<file path="config.mk">
export PLATFORM = sky130hd
export DESIGN_NAME = pmp_top
export DESIGN_NICKNAME = d
export VERILOG_FILES = /design/src/design/pmp_pkg.sv /design/src/design/pmp_csr_file.sv /design/src/design/pmp_match_stage.sv /design/src/design/pmp_decide_stage.sv /design/src/design/pmp_top.sv
export VERILOG_INCLUDE_DIRS = /design/src /design/src/include
export SDC_FILE = /design/constraint.sdc
export NUM_CORES = 1
export LEC_CHECK = 0
export BUFFER_PORTS_ARGS = -buffer_cell sky130_fd_sc_hd__buf_2
export CORE_ASPECT_RATIO = 1.2
export CORE_MARGIN = 2
export CORE_UTILIZATION = 66
export CTS_BUF_LIST = sky130_fd_sc_hd__clkbuf_16
export DETAILED_ROUTE_END_ITERATION = 8
export PLACE_DENSITY = 0.87
export SYNTH_ARGS = -nofsm -noshare
export SYNTH_HDL_FRONTEND = slang
export SYNTH_SLANG_ARGS = --single-unit
</file>
<file path="constraint.sdc">
create_clock -name clk_i -period 6.1 [get_ports clk_i]
set_input_delay 0.305 -clock clk_i [delete_from_list [all_inputs] [get_ports clk_i]]
set_output_delay 0.305 -clock clk_i [all_outputs]
set_load 0.005 [all_outputs]
</file>
<file path="src/include/pmp_defs.svh">
// PMP sizing macros for region count, granularity and address width
`ifndef PMP_DEFS_SVH
`define PMP_DEFS_SVH

// Number of PMP regions, each with one cfg field and one pmpaddr
`define PMP_NUM_REGIONS 4

// Granularity G, the smallest region is 2^(G+2) bytes
// NA4 cannot be selected once G is at least 1
`define PMP_GRANULARITY 2

// Width of a byte address and of a pmpaddr register
`define PMP_ADDR_W 32

// Index width derived from the region count
`define PMP_IDX_W $clog2(`PMP_NUM_REGIONS)

`endif

</file>
<file path="src/design/pmp_pkg.sv">
// PMP package with the mode, privilege, access and CSR types shared by the unit
`include "pmp_defs.svh"

package pmp_pkg;

  // Address matching mode of a region
  typedef enum logic [1:0] {
    PMP_OFF   = 2'b00,
    PMP_TOR   = 2'b01,
    PMP_NA4   = 2'b10,
    PMP_NAPOT = 2'b11
  } pmp_mode_e;

  // Privilege level, ISA encoding
  typedef enum logic [1:0] {
    PRIV_U = 2'b00,
    PRIV_M = 2'b11
  } priv_e;

  typedef enum logic [1:0] {
    ACC_READ  = 2'b00,
    ACC_WRITE = 2'b01,
    ACC_EXEC  = 2'b10
  } acc_type_e;

  // Which register the CSR port addresses
  typedef enum logic {
    CSR_CFG  = 1'b0,
    CSR_ADDR = 1'b1
  } csr_sel_e;

  // One pmpcfg field, ISA bit order
  typedef struct packed {
    logic      lock;
    logic [1:0] zero;
    pmp_mode_e mode;
    logic      exec;
    logic      write;
    logic      read;
  } pmp_cfg_t;

  typedef logic [`PMP_IDX_W-1:0] region_idx_t;

  typedef struct packed {
    logic                   we;
    csr_sel_e               sel;
    region_idx_t            idx;
    logic [`PMP_ADDR_W-1:0] wdata;
  } csr_req_t;

  typedef struct packed {
    logic [`PMP_ADDR_W-1:0] addr;
    acc_type_e              acc_type;
    priv_e                  priv;
  } acc_req_t;

  // Access as seen by the second stage, with one match bit per region
  typedef struct packed {
    acc_req_t                   req;
    logic [`PMP_NUM_REGIONS-1:0] match;
  } match_stage_t;

  typedef struct packed {
    logic        allowed;
    logic        hit;
    region_idx_t hit_idx;
  } acc_res_t;

endpackage

</file>
<file path="src/design/pmp_csr_file.sv">
// PMP CSR file holding legal cfg and pmpaddr values behind a four-phase port
`timescale 1ns/1ps
`include "pmp_defs.svh"

module pmp_csr_file (
  input  logic                                         clk_i,
  input  logic                                         rst_ni,
  input  logic                                         csr_req_valid_i,
  input  pmp_pkg::csr_req_t                            csr_req_i,
  output logic                                         csr_ack_o,
  output logic [31:0]                                  csr_rdata_o,
  output pmp_pkg::pmp_cfg_t [`PMP_NUM_REGIONS-1:0]     cfg_o,
  output logic [`PMP_NUM_REGIONS-1:0][`PMP_ADDR_W-1:0] addr_o
);
  import pmp_pkg::*;

  typedef enum logic {
    IDLE,
    ACK
  } hs_state_e;

  hs_state_e                                    state_q;
  pmp_cfg_t [`PMP_NUM_REGIONS-1:0]              cfg_q;
  logic [`PMP_NUM_REGIONS-1:0][`PMP_ADDR_W-1:0] addr_q;
  logic [`PMP_NUM_REGIONS-1:0]                  addr_lock;
  logic [31:0]                                  rdata_q;
  logic [31:0]                                  rdata_d;
  logic                                         take;
  pmp_cfg_t                                     cfg_attempt;

  // Turn a write attempt into a legal cfg value
  function automatic pmp_cfg_t legalize_cfg(pmp_cfg_t old_cfg, pmp_cfg_t attempt);
    pmp_cfg_t res;
    res = attempt;
    // W without R is reserved, keep the old permissions
    if (attempt.write && !attempt.read) begin
      res.read  = old_cfg.read;
      res.write = old_cfg.write;
      res.exec  = old_cfg.exec;
    end
    if ((`PMP_GRANULARITY >= 1) && (attempt.mode == PMP_NA4)) begin
      res.mode = old_cfg.mode;
    end
    if (old_cfg.lock) begin
      res = old_cfg;
    end
    res.zero = 2'b00;
    return res;
  endfunction

  // Software view of pmpaddr, the stored value is untouched
  function automatic logic [`PMP_ADDR_W-1:0] addr_view(logic [`PMP_ADDR_W-1:0] raw,
                                                       pmp_mode_e mode);
    logic [`PMP_ADDR_W-1:0] view;
    view = raw;
    for (int b = 0; b < `PMP_GRANULARITY; b++) begin
      if ((mode == PMP_NAPOT) && (b < `PMP_GRANULARITY - 1)) begin
        view[b] = 1'b1;
      end else if (!mode[1]) begin
        // OFF and TOR
        view[b] = 1'b0;
      end
    end
    return view;
  endfunction

  // New request while idle
  assign take        = (state_q == IDLE) && csr_req_valid_i;
  assign cfg_attempt = pmp_cfg_t'(csr_req_i.wdata[7:0]);

  for (genvar i = 0; i < `PMP_NUM_REGIONS; i++) begin : gen_region
    if (i < `PMP_NUM_REGIONS - 1) begin : gen_tor_above
      // A locked TOR entry above also freezes this address
      assign addr_lock[i] = cfg_q[i].lock ||
                            (cfg_q[i+1].lock && (cfg_q[i+1].mode == PMP_TOR));
    end else begin : gen_top_entry
      assign addr_lock[i] = cfg_q[i].lock;
    end

    assign addr_o[i] = addr_view(addr_q[i], cfg_q[i].mode);

    // Lock holds until reset
    a_lock_stable: assert property (
      @(posedge clk_i) disable iff (!rst_ni)
      cfg_q[i].lock |=> $stable(cfg_q[i])
    );
  end

  always_comb begin
    if (csr_req_i.sel == CSR_CFG) begin
      rdata_d = {24'h00_0000, cfg_q[csr_req_i.idx]};
    end else begin
      rdata_d = addr_o[csr_req_i.idx];
    end
  end

  always_ff @(posedge clk_i or negedge rst_ni) begin
    if (!rst_ni) begin
      state_q <= IDLE;
    end else begin
      case (state_q)
        IDLE:    if (csr_req_valid_i) state_q <= ACK;
        ACK:     if (!csr_req_valid_i) state_q <= IDLE;
        default: state_q <= IDLE;
      endcase
    end
  end

  always_ff @(posedge clk_i or negedge rst_ni) begin
    if (!rst_ni) begin
      cfg_q  <= '0;
      addr_q <= '0;
    end else if (take && csr_req_i.we) begin
      if (csr_req_i.sel == CSR_CFG) begin
        cfg_q[csr_req_i.idx] <= legalize_cfg(cfg_q[csr_req_i.idx], cfg_attempt);
      end else if (!addr_lock[csr_req_i.idx]) begin
        addr_q[csr_req_i.idx] <= csr_req_i.wdata;
      end
    end
  end

  // Read data shows the value before the write
  always_ff @(posedge clk_i) begin
    if (take) begin
      rdata_q <= rdata_d;
    end
  end

  assign csr_ack_o   = (state_q == ACK);
  assign csr_rdata_o = rdata_q;
  assign cfg_o       = cfg_q;

  a_ack_needs_req: assert property (
    @(posedge clk_i) disable iff (!rst_ni)
    $rose(csr_ack_o) |-> $past(csr_req_valid_i)
  );

endmodule

</file>
<file path="src/design/pmp_match_stage.sv">
// PMP match stage, registers an access and its per-region address match vector
`timescale 1ns/1ps
`include "pmp_defs.svh"

module pmp_match_stage (
  input  logic                                         clk_i,
  input  logic                                         rst_ni,
  input  logic                                         acc_valid_i,
  input  pmp_pkg::acc_req_t                            acc_req_i,
  input  pmp_pkg::pmp_cfg_t [`PMP_NUM_REGIONS-1:0]     cfg_i,
  input  logic [`PMP_NUM_REGIONS-1:0][`PMP_ADDR_W-1:0] addr_i,
  output logic                                         stage_valid_o,
  output pmp_pkg::match_stage_t                        stage_o
);
  import pmp_pkg::*;

  logic                        stage_valid_q;
  match_stage_t                stage_q;
  logic [`PMP_ADDR_W-1:0]      word_addr;
  logic [`PMP_NUM_REGIONS-1:0] match_d;

  // pmpaddr holds address bits 33:2
  assign word_addr = acc_req_i.addr >> 2;

  for (genvar i = 0; i < `PMP_NUM_REGIONS; i++) begin : gen_match
    logic [`PMP_ADDR_W-1:0] lower;
    logic [`PMP_ADDR_W-1:0] napot_mask;
    logic                   hit;

    if (i == 0) begin : gen_base
      assign lower = '0;
    end else begin : gen_prev
      assign lower = addr_i[i-1];
    end

    // Trailing ones and the bit above them are don't care
    assign napot_mask = ~(addr_i[i] ^ (addr_i[i] + 1'b1));

    always_comb begin
      case (cfg_i[i].mode)
        PMP_TOR: begin
          hit = (lower <= word_addr) && (word_addr < addr_i[i]);
        end
        PMP_NA4: begin
          hit = (word_addr == addr_i[i]);
        end
        PMP_NAPOT: begin
          hit = ((word_addr ^ addr_i[i]) & napot_mask) == '0;
        end
        default: begin
          hit = 1'b0;
        end
      endcase
    end

    assign match_d[i] = hit;
  end

  always_ff @(posedge clk_i or negedge rst_ni) begin
    if (!rst_ni) begin
      stage_valid_q <= 1'b0;
    end else begin
      stage_valid_q <= acc_valid_i;
    end
  end

  // Payload only moves with a valid access
  always_ff @(posedge clk_i) begin
    if (acc_valid_i) begin
      stage_q.req   <= acc_req_i;
      stage_q.match <= match_d;
    end
  end

  assign stage_valid_o = stage_valid_q;
  assign stage_o       = stage_q;

endmodule

</file>
<file path="src/design/pmp_decide_stage.sv">
// PMP decide stage that picks the lowest matching region and grants or denies the access
`timescale 1ns/1ps
`include "pmp_defs.svh"

module pmp_decide_stage (
  input  logic                                     clk_i,
  input  logic                                     rst_ni,
  input  logic                                     stage_valid_i,
  input  pmp_pkg::match_stage_t                    stage_i,
  input  pmp_pkg::pmp_cfg_t [`PMP_NUM_REGIONS-1:0] cfg_i,
  output logic                                     res_valid_o,
  output pmp_pkg::acc_res_t                        res_o
);
  import pmp_pkg::*;

  logic        hit_d;
  region_idx_t idx_d;
  pmp_cfg_t    sel_cfg;
  logic        perm;
  logic        allowed_d;
  logic        res_valid_q;
  acc_res_t    res_q;

  // Lowest index wins, so scan from the top down
  always_comb begin
    hit_d = 1'b0;
    idx_d = '0;
    for (int i = `PMP_NUM_REGIONS - 1; i >= 0; i--) begin
      if (stage_i.match[i]) begin
        hit_d = 1'b1;
        idx_d = region_idx_t'(i);
      end
    end
  end

  assign sel_cfg = cfg_i[idx_d];

  always_comb begin
    case (stage_i.req.acc_type)
      ACC_READ:  perm = sel_cfg.read;
      ACC_WRITE: perm = sel_cfg.write;
      ACC_EXEC:  perm = sel_cfg.exec;
      default:   perm = 1'b0;
    endcase
  end

  // M-mode ignores unlocked regions and U-mode needs a hit
  always_comb begin
    if (hit_d) begin
      allowed_d = ((stage_i.req.priv == PRIV_M) && !sel_cfg.lock) || perm;
    end else begin
      allowed_d = (stage_i.req.priv == PRIV_M);
    end
  end

  always_ff @(posedge clk_i or negedge rst_ni) begin
    if (!rst_ni) begin
      res_valid_q <= 1'b0;
    end else begin
      res_valid_q <= stage_valid_i;
    end
  end

  always_ff @(posedge clk_i) begin
    if (stage_valid_i) begin
      res_q.allowed <= allowed_d;
      res_q.hit     <= hit_d;
      res_q.hit_idx <= idx_d;
    end
  end

  assign res_valid_o = res_valid_q;
  assign res_o       = res_q;

  // Result one cycle after its stage entry, hit only when some region matched
  a_fixed_latency: assert property (
    @(posedge clk_i) disable iff (!rst_ni)
    stage_valid_i |=> res_valid_o && (res_o.hit == (|$past(stage_i.match)))
  );

endmodule

</file>
<file path="src/design/pmp_top.sv">
// PMP unit top level joining the CSR file and the two-stage access check
`timescale 1ns/1ps
`include "pmp_defs.svh"

module pmp_top (
  input  logic                  clk_i,
  input  logic                  rst_ni,
  input  logic                  csr_req_valid_i,
  input  pmp_pkg::csr_req_t     csr_req_i,
  output logic                  csr_ack_o,
  output logic [31:0]           csr_rdata_o,
  input  logic                  acc_valid_i,
  input  pmp_pkg::acc_req_t     acc_req_i,
  output logic                  res_valid_o,
  output pmp_pkg::acc_res_t     res_o
);
  import pmp_pkg::*;

  pmp_cfg_t [`PMP_NUM_REGIONS-1:0]              cfg;
  logic [`PMP_NUM_REGIONS-1:0][`PMP_ADDR_W-1:0] addr;
  logic                                         stage_valid;
  match_stage_t                                 stage;

  pmp_csr_file u_csr_file (
    .clk_i           (clk_i),
    .rst_ni          (rst_ni),
    .csr_req_valid_i (csr_req_valid_i),
    .csr_req_i       (csr_req_i),
    .csr_ack_o       (csr_ack_o),
    .csr_rdata_o     (csr_rdata_o),
    .cfg_o           (cfg),
    .addr_o          (addr)
  );

  // Addresses reach the matcher in their granularity view
  pmp_match_stage u_match (
    .clk_i         (clk_i),
    .rst_ni        (rst_ni),
    .acc_valid_i   (acc_valid_i),
    .acc_req_i     (acc_req_i),
    .cfg_i         (cfg),
    .addr_i        (addr),
    .stage_valid_o (stage_valid),
    .stage_o       (stage)
  );

  pmp_decide_stage u_decide (
    .clk_i         (clk_i),
    .rst_ni        (rst_ni),
    .stage_valid_i (stage_valid),
    .stage_i       (stage),
    .cfg_i         (cfg),
    .res_valid_o   (res_valid_o),
    .res_o         (res_o)
  );

endmodule

</file>
# == Word level (Yosys, flattened, before mapping) ==
# Index checks and enable logic that the tools add are counted.
# classes
n_addsub,4
n_lt_le_gt_ge,11
n_eq_ne,20
mux,47
bitwise_logic,19
reduce_logical,25
# ops
cell,count
"32-bit by 1-bit adder with 32-bit output, second input constant",4
32-bit bitwise AND,4
128-bit bitwise mux,1
30-bit by 32-bit equality test with 1-bit output,4
32-bit zero test,4
30-bit by 32-bit less-than comparator with 1-bit output,4
32-bit NOT,4
30-bit by 32-bit XOR with 32-bit output,4
32-bit XOR,4
32-bit by 30-bit less-or-equal comparator with 1-bit output,3
32-bit binary-select mux with 2-bit select,1
32-bit demux with 2-bit select,1
32-bit 2-to-1 mux,2
8-bit 2-to-1 mux,7
8-bit binary-select mux with 2-bit select,2
32-bit bitwise mux,1
"1-bit by 30-bit less-or-equal comparator with 1-bit output, first input constant",1
"2-bit equality test, second input constant",11
1-bit 2-to-1 mux,19
8-bit demux with 2-bit select,1
1-bit one-hot mux with 3 select lines,5
1-bit logical AND,12
"2-bit by 1-bit equality test with 1-bit output, second input constant",5
2-bit 2-to-1 mux,5
other kinds (10),17
# totals
reg_bits,207
inputBits,76
output_inout_bits,38
wordCells,165

# == Longest topological paths before layout ==
# Gate-level depths: netlist (run 1).
# depth
ltp_word,10
mapped_depth,11
mapped_depth_nobuf,10

# == Modules after synthesis ==
# A second synthesis (run 1) with hierarchy kept.
# hier_totals
cells_unflattened,1391
area_unflattened_um2,15532.4
# modules_own_cells
mod,n_inst,cells_per_inst,area_per_inst_um2,seq_area_each_um2
pmp_csr_file,1,622,9052.4,4789.6
pmp_match_stage,1,739,6128.4,1226.2
pmp_decide_stage,1,30,351.6,145.1

# == Least setup slack after synthesis (run 1) ==
# No wires, ideal clock.
# synth_path
kind,register -> register
startpoint,reg u_csr_file.state_q (netlist: u_csr_file.csr_ack_o)
endpoint,"reg u_csr_file.addr_q, in the netlist u_csr_file.addr_o[62]"
arrival_ns,3.277
required_time_ns,5.975
setup_slack_ns,2.698
path_stages_with_launch,8
n_path_buf,2
cell_sequence,dfrtp_1 > nor2b_1 > nand4_1 > nor3_1 > and3b_1 > clkbuf_1 > buf_2 > mux2_2
# synth_between
elab_chain_cells,4
# synth_lines
element,line,rtl
from (decl),pmp_csr_file.sv:22,hs_state_e state_q;
from (signal assigned),pmp_csr_file.sv:99,state_q <= IDLE;
from (signal assigned),pmp_csr_file.sv:102,IDLE: if (csr_req_valid_i) state_q <= ACK;
from (signal assigned),pmp_csr_file.sv:103,ACK: if (!csr_req_valid_i) state_q <= IDLE;
1-bit NOT,pmp_csr_file.sv:68,assign take = (state_q == IDLE) && csr_req_valid_i;
1-bit logical AND,pmp_csr_file.sv:68,
via u_csr_file.take,pmp_csr_file.sv:28,logic take;
1-bit logical AND,pmp_csr_file.sv:113,end else if (take && csr_req_i.we) begin
3-bit AND reduction (no source line),--,
"to (signal, indexed assignment)",pmp_csr_file.sv:117,addr_q[csr_req_i.idx] <= csr_req_i.wdata;
to (decl),pmp_csr_file.sv:24,logic [`PMP_NUM_REGIONS-1:0][`PMP_ADDR_W-1:0] addr_q;
# The timed path passes the listed nets, and every way through them passes these cells.
# A chain may end at the register's enable or synchronous reset.

# == Worst setup path after layout (run 1) ==
# layout_path
startpoint,"reg u_csr_file.cfg_q, in the netlist u_csr_file.cfg_o[28]"
endpoint,"reg u_match.stage_q, in the netlist u_match.stage_o[3] (data pin)"
# layout_between
elab_chain_cells,8
elab_cells_between_ends,16
# layout_lines
element,line,rtl
from (decl),pmp_csr_file.sv:23,pmp_cfg_t [`PMP_NUM_REGIONS-1:0] cfg_q;
"from (signal, indexed assignment)",pmp_csr_file.sv:115,"cfg_q[csr_req_i.idx] <= legalize_cfg(cfg_q[csr_req_i.idx], cfg_attempt);"
2-bit equality test / 1-bit 2-to-1 mux (equally long branches),"pmp_csr_file.sv:57, pmp_match_stage.sv:40, pmp_csr_file.sv:59",
1-bit 2-to-1 mux,pmp_csr_file.sv:57,if ((mode == PMP_NAPOT) && (b < `PMP_GRANULARITY - 1)) begin
32-bit by 1-bit adder with 32-bit output,pmp_match_stage.sv:37,assign napot_mask = ~(addr_i[i] ^ (addr_i[i] + 1'b1));
32-bit XOR,pmp_match_stage.sv:37,
32-bit NOT,pmp_match_stage.sv:37,
32-bit bitwise AND,pmp_match_stage.sv:48,hit = ((word_addr ^ addr_i[i]) & napot_mask) == '0;
32-bit zero test,pmp_match_stage.sv:48,
1-bit one-hot mux with 3 select lines (*),pmp_match_stage.sv:40,case (cfg_i[i].mode)
to (decl),pmp_match_stage.sv:18,match_stage_t stage_q;
# Every way passes the cells marked *; elsewhere a longest branch is shown, timed or not.

==> results of run 1 <==
flip-flops by register name (all words and copies together) (netlist names):
signal / cells
u_match.stage_valid_o: 1
u_decide.res_o: 4
u_csr_file.addr_q: 8
u_match.stage_o: 8
u_csr_file.addr_o: 120
u_csr_file.csr_rdata_o: 32
u_decide.res_valid_o: 1
u_csr_file.cfg_o: 24
u_csr_file.csr_ack_o: 1
power by group through the flow:
stage,Sequential [mW],Combinational [mW],Clock (mW)
6_report,1.96,1.40,1.09
5_1_grt,1.98,1.53,1.14
4_1_cts,1.94,1.37,1.09
3_5_place_dp,1.96,1.36,0
3_3_place_gp,1.95,1.32,0
2_1_floorplan,1.82,0.979,0
layout by cell type, fill, tap and decap left out, types with 4 or more instances in the layout:
| master | n |
|---|---|
| a211o_1 | 5 |
| a211oi_1 | 10 |
| a21o_1 | 7 |
| a21oi_1 | 72 |
| a22oi_1 | 6 |
| a31o_2 | 4 |
| a31oi_1 | 26 |
| a41oi_1 | 13 |
| and2_1 | 28 |
| and3_1 | 12 |
| and4_1 | 4 |
| buf_2 | 110 |
| buf_4 | 10 |
| clkbuf_16 | 17 |
| dfrtp_1 | 155 |
| edfxtp_1 | 44 |
| ha_1 | 124 |
| inv_1 | 132 |
| mux2_2 | 118 |
| mux2i_1 | 4 |
| mux4_2 | 39 |
| nand2_1 | 113 |
| nand2b_1 | 7 |
| nand3_1 | 36 |
| nand3b_1 | 4 |
| nand4_1 | 43 |
| nor2_1 | 54 |
| nor2b_1 | 5 |
| nor3_1 | 29 |
| nor4_1 | 20 |
| nor4_2 | 5 |
| o2111ai_1 | 5 |
| o211ai_1 | 9 |
| o21a_1 | 4 |
| o21ai_0 | 67 |
| o21bai_1 | 7 |
| o22ai_1 | 6 |
| or4_1 | 4 |
| xnor2_1 | 4 |
cell families (layout without fill, tap and decap cells):
kind of cell / count (synthesis) / in the layout / synth area share (%)
DFF: 199 / 199 / 38.59
muxes: 165 / 165 / 17.12
AOI/OAI and AO/OA: 267 / 267 / 12.53
and+or+nand+nor: 383 / 383 / 15.12
xor gates and xnor gates: 5 / 5 / 0.3250
adders and majority gates: 124 / 124 / 11.51
buffers and inverters: 168 / 287 / 4.801
how the worst max path moves through the flow:
stage / end / slack (ns) / cells past startpoint
6_report: u_match.stage_o[3]$_SDFFCE_PN0P_ / 2.46 / 7
5_1_grt: u_match.stage_o[3]$_SDFFCE_PN0P_ / 2.33 / 7
4_1_cts: u_match.stage_o[3]$_SDFFCE_PN0P_ / 2.57 / 7
3_3_place_gp: u_csr_file.addr_o[114]$_DFFE_PN0P_ / 2.35 / 6
2_1_floorplan: u_csr_file.addr_o[62]$_DFFE_PN0P_ / 2.70 / 7
3_5_place_dp: u_csr_file.addr_o[114]$_DFFE_PN0P_ / 2.29 / 6
metrics by stage:
step | std cells | area [um2] | hold slack (ns) | util (%)
final | 1695 | 14870 | 0.02604 | 73.92
after global routing | 1695 | 14870 | 0.02370 | 73.92
after CTS | 1695 | 14870 | 0.02691 | 73.92
after detailed placement | 1661 | 14300 | 0.3754 | 71.10
after global placement | 1661 | 14300 | 0.3744 | 71.10
after floorplan | 1311 | 13470 | 0.009409 | -
what timing repair did:
item	4_1_cts	5_1_grt
setup endpoints to repair	0	0
hold buffers	2	0
buffers inserted	0	0
endpoints found under the hold margin	82	0
final cells by class:
class,instances,area [um2],share of cell area [%]
inverter,132,495.5,3.333
sequential,199,5200,34.98
tap,265,331.6,2.230
clock inverter,15,121.4,0.8164
multi-input combinational,944,7636,51.36
timing repair buffer,123,656.9,4.418
clock buffer,17,425.4,2.861
per-layer routing:
layer	share of wire [%]	routed length (um)	global-route usage, %	vias to the layer above
li1	-	-	-	5139
met1	38	15950	50.43	5670
met2	49	20490	66.49	655
met3	7.9	3296	8.365	162
met4	5.3	2246	20.05	0
met5	0	0	0	-
worst max-delay path: stages, from the launching register on:
cell and delay (ns):
dfrtp_1 0.56, o211ai_1 0.31, nor4_2 1.14, a31oi_1 0.25, nor4_1 0.43, o211ai_1 0.18, nor4_1 0.39, a211o_1 0.22
==> impl_metrics.ini, run 1 <==
[drt]
dr.pass1.iters = 6
drtIter0Drc = 1220
ant_nets = 0
vias = 11630
drc_errors = 0
wire_per_inst_um = 24.77
routed_via_density = 6.859
wl_um = 41980

[finish]
areaGrowthSynthToFinish_pct = 10.34
n_antenna_cell = 0
nets = 1617
layout-drive-gt1-share_pct = 22.94
fillers = 1464

[timing]
rsz0062_at_grt = false
hold_viol_final = 0
worst_pin_slew_ns = 1.300
relSlewSlack_pct = 12.59
fin_skew_ns = 0.007896
tns_ns = 0
fin_ws_ns = 2.463
slew_viol_final = 0
min_period_ns = 3.637
post-route-period-util_pct = 59.63
fmax_mhz = 274.9
setup_violations = 0

[synth]
synth_top_area_share_pct = 28.79
synth_area_leaders = dfrtp_1 29%, ha_1 12%, mux2_2 9.9%
syn_nets = 1511
ys_warn_count = 0
yosys-top-cells-count = 155 x dfrtp_1, 132 x inv_1, 124 x ha_1
synth_top_cell_by_area = dfrtp_1
synth.distinct_cells = 72
yosysSeqAreaShare_pct = 38.59
synth.avg_cell_area_um2 = 10.28
synth_edf_count = 44
ys_seq_elements = 199
synth_cells = 1311
synthesis.area_um2 = 13470
synthFlopType = dfrtp_1
ys_async_sr_fraction_pct = 77.89
yosysMostFrequentCell = dfrtp_1

[pwr]
clkPwrFrac_pct = 24.5
vdd_drop_max_mv = 0.2219
net-switching-power_mw = 1.675
seqPwrFrac_pct = 44.0
powerDensity_nw_per_um2 = 299.5
p_sw_share_pct = 37.62
power_leakage_nw = 6.659
power_frac_comb_pct = 31.5
finalPower_mw = 4.452
p_int_mw = 2.777

[worst_setup_path]
arrival_ns = 3.94
endpoint_kind = flip-flop
reg2reg_depth = 7
critPathLaunchType = flip-flop
path_max_fanout = 9
required_ns = 6.40
worstReg2RegStart = u_csr_file.cfg_o[28]$_DFFE_PN0P_
worst_r2r_endpoint = u_match.stage_o[3]$_SDFFCE_PN0P_
critPathLaunch = u_csr_file.cfg_o[28]$_DFFE_PN0P_
crit_type = reg -> reg
reg2reg_slack_ns = 2.46

[floorplanning]
start_util_pct = 67.00
die_x_um = 134.4
num_rows = 57
io_pins = 114
die_h_um = 160.5
core_area_um2 = 20110
dieArea_um2 = 21580

[cts]
root_buffer = clkbuf_16
clock_sinks = 199
h-tree-depth = 4
cts_tree = yes
numCtsBuffers = 17
cts_resized = 0
clock_path_buffers = 2
clk_latency_ns = 0.45
clk_pin_slew_ns = 0.08

[global_routing]
overflow = 0
antenna_found_initial = 0
grt_max_degree = 83
grt.total_usage_pct = 40.26
grt_pass1_wl_um = 65850
grt_pass1_vias = 11730

[place]
dp_hpwl_um = 31710
gp_congestion = 1.057
place_worst_setup_slack_ns = 2.287
io_buffers = 111

[hold_path]
hold_start = acc_req_i[3]
hold_class = in -> reg
hold_depth = 1
min_to = u_match.stage_o[7]$_DFFE_PP_

[run]
max_cap_violations = 0

[status]
outcome = complete, no violations
No activity file was read; power rests on OpenSTA's default activity.
==> inputs of run 2 (changes only) <==
- CORE_UTILIZATION: 66 -> 55
- PLACE_DENSITY: 0.87 -> 0.77
- clock period: 6.1 -> 3.1 ns (I/O delays scaled with it)
==> run 2 against run 1 <==
- combinational power up 120%
- utilization down 8.0 points
- clock skew up 0.0041 ns
- clock power up 100%
- via count up 2.8%
==> impl_metrics.ini, run 2 (synthesis results as in run 1) <==
[worst_setup_path]
reg2reg_depth = 12
endpoint_kind = flip-flop
critPathLaunchType = flip-flop
cp_common_cell = buf_4
cpPeakStageDelay_ns = 0.45
crit_cells = 12
arrival_ns = 3.32
required_ns = 3.44
crit_type = reg -> reg
cp_num_buf_inv = 3
reg2reg_slack_ns = 0.12
crit_path_top_delay_cell = dfrtp_1
worstReg2RegStart = u_csr_file.cfg_o[4]$_DFFE_PN0P_
worst_r2r_endpoint = u_match.stage_o[0]$_SDFFCE_PN0P_
path_max_fanout = 6
crit_chain = nand2_1, inv_1, ha_1, nand3_1, nor4_4, buf_4, buf_4, a41oi_1, nor4_2, nand4_1, a2111oi_2, or3_1
critPathLaunch = u_csr_file.cfg_o[4]$_DFFE_PN0P_
crit_family = simple AND/OR/NAND/NOR gates

[hold_path]
hold_depth = 3
hold_class = in -> reg
hold_start = csr_req_i[4]
min_to = u_csr_file.addr_o[36]$_DFFE_PN0P_

[cts]
numCtsBuffers = 17
clock_sinks = 199
clk_pin_slew_ns = 0.07
clock_path_buffers = 2
root_buffer = clkbuf_16
cts_tree = yes
clk_latency_ns = 0.47
h-tree-depth = 4

[timing]
relSlewSlack_pct = 51.03
hold_viol_final = 0
fmax_mhz = 335.1
slew_viol_final = 0
tns_ns = 0
min_period_ns = 2.984
fin_skew_ns = 0.01201
setup_violations = 0
worst_pin_slew_ns = 0.7290
post-route-period-util_pct = 96.27
whs_ns = 0.008178

[finish]
areaGrowthSynthToFinish_pct = 17.19
nets = 1712
largest_reg_flops = 120
n_antenna_cell = 0
register_area_um2 = 5200
fillers = 1886
final_cells = 1844
final_common_cell = dfrtp_1
layout-drive-gt1-share_pct = 25.59
multiInputGateArea_um2 = 7654
utilization_pct = 65.87
mostFrequentLayoutCells = 155 x dfrtp_1, 134 x inv_1, 124 x ha_1

[place]
io_buffers = 111
dp_hpwl_um = 34090
dp_cells = 1777
gp_congestion = 1.021

[run]
max_cap_violations = 0

[status]
outcome = complete, no violations

[drt]
drc_errors = 0
vias = 11950
wl_um = 44360
dr.pass1.iters = 6
ant_nets = 0
routed_via_density = 6.480
wire_per_inst_um = 24.06
drtIter0Drc = 1043

[global_routing]
overflow = 0
grt_pass1_vias = 11960
use_met3_pct = 5.091
busiest_layer = met2
antenna_found_initial = 0
gr-usage-met2_pct = 60.78
grt_pass1_wl_um = 68880
grt_max_degree = 79
grt.total_usage_pct = 35.49
use_met1_pct = 44.65

[floorplanning]
die_x_um = 146.9
die_h_um = 175.5
core_area_um2 = 23970
start_util_pct = 56.21
io_pins = 114
num_rows = 62
dieArea_um2 = 25770

[pwr]
vdd_drop_max_mv = 0.3575
finalPower_mw = 9.026
power_leakage_nw = 7.139
powerDensity_nw_per_um2 = 571.6
[run 2: worst min-delay path, delay by kind of cell]
family | cells | cell delay [ns]
AO/OA/AOI/OAI | 1 | 0.06
AND/OR/NAND/NOR | 1 | 0.06
buffers and inverters | 1 | 0.15
[run 2: per-layer routing]
layer  routed length [um]  vias to the layer above
li1                     -                     5326
met1                17090                     5890
met2                22010                      599
met3                 3326                      134
met4                 1944                        0
met5                    0                        -
[run 2: area by class of cell]
type	instances	share of cell area [%]
Multi-Input combinational cell	944	48.47
Sequential cell	199	32.93
Timing Repair Buffer	218	9.358
Inverter	132	3.138
Clock buffer	17	2.694
Tap cell	320	2.536
Clock inverter	14	0.8716
[run 2: how the worst max path moves through the flow]
stage	to
detailed placement	u_match.stage_o[0]$_SDFFCE_PN0P_
floorplan	u_csr_file.addr_o[62]$_DFFE_PN0P_
finish	u_match.stage_o[0]$_SDFFCE_PN0P_
global route	u_match.stage_o[0]$_SDFFCE_PN0P_
CTS	u_match.stage_o[0]$_SDFFCE_PN0P_
global placement	u_match.stage_o[0]$_SDFFCE_PN0P_
[run 2: what timing repair did]
action,in CTS,in global routing
endpoints found under the setup margin,0,1
buffers inserted,0,1
endpoints found under the hold margin,140,0
hold buffers,35,0
resized for setup,0,3
[run 2: per-stage QoR]
| stage | area, um2 | setup slack [ns] |
|---|---|---|
| CTS | 15770 | 0.08422 |
| floorplan | 13480 | 0.3306 |
| detailed placement | 14860 | 0.1241 |
| global placement | 14860 | 0.3091 |
| finish | 15790 | 0.1156 |
| global route | 15790 | -0.01625 |
[run 2: where the power goes]
part,switching [mW],internal [mW],total (mW)
clock network,1.04,1.18,2.22
logic,1.65,1.39,3.04
registers,0.599,3.17,3.77
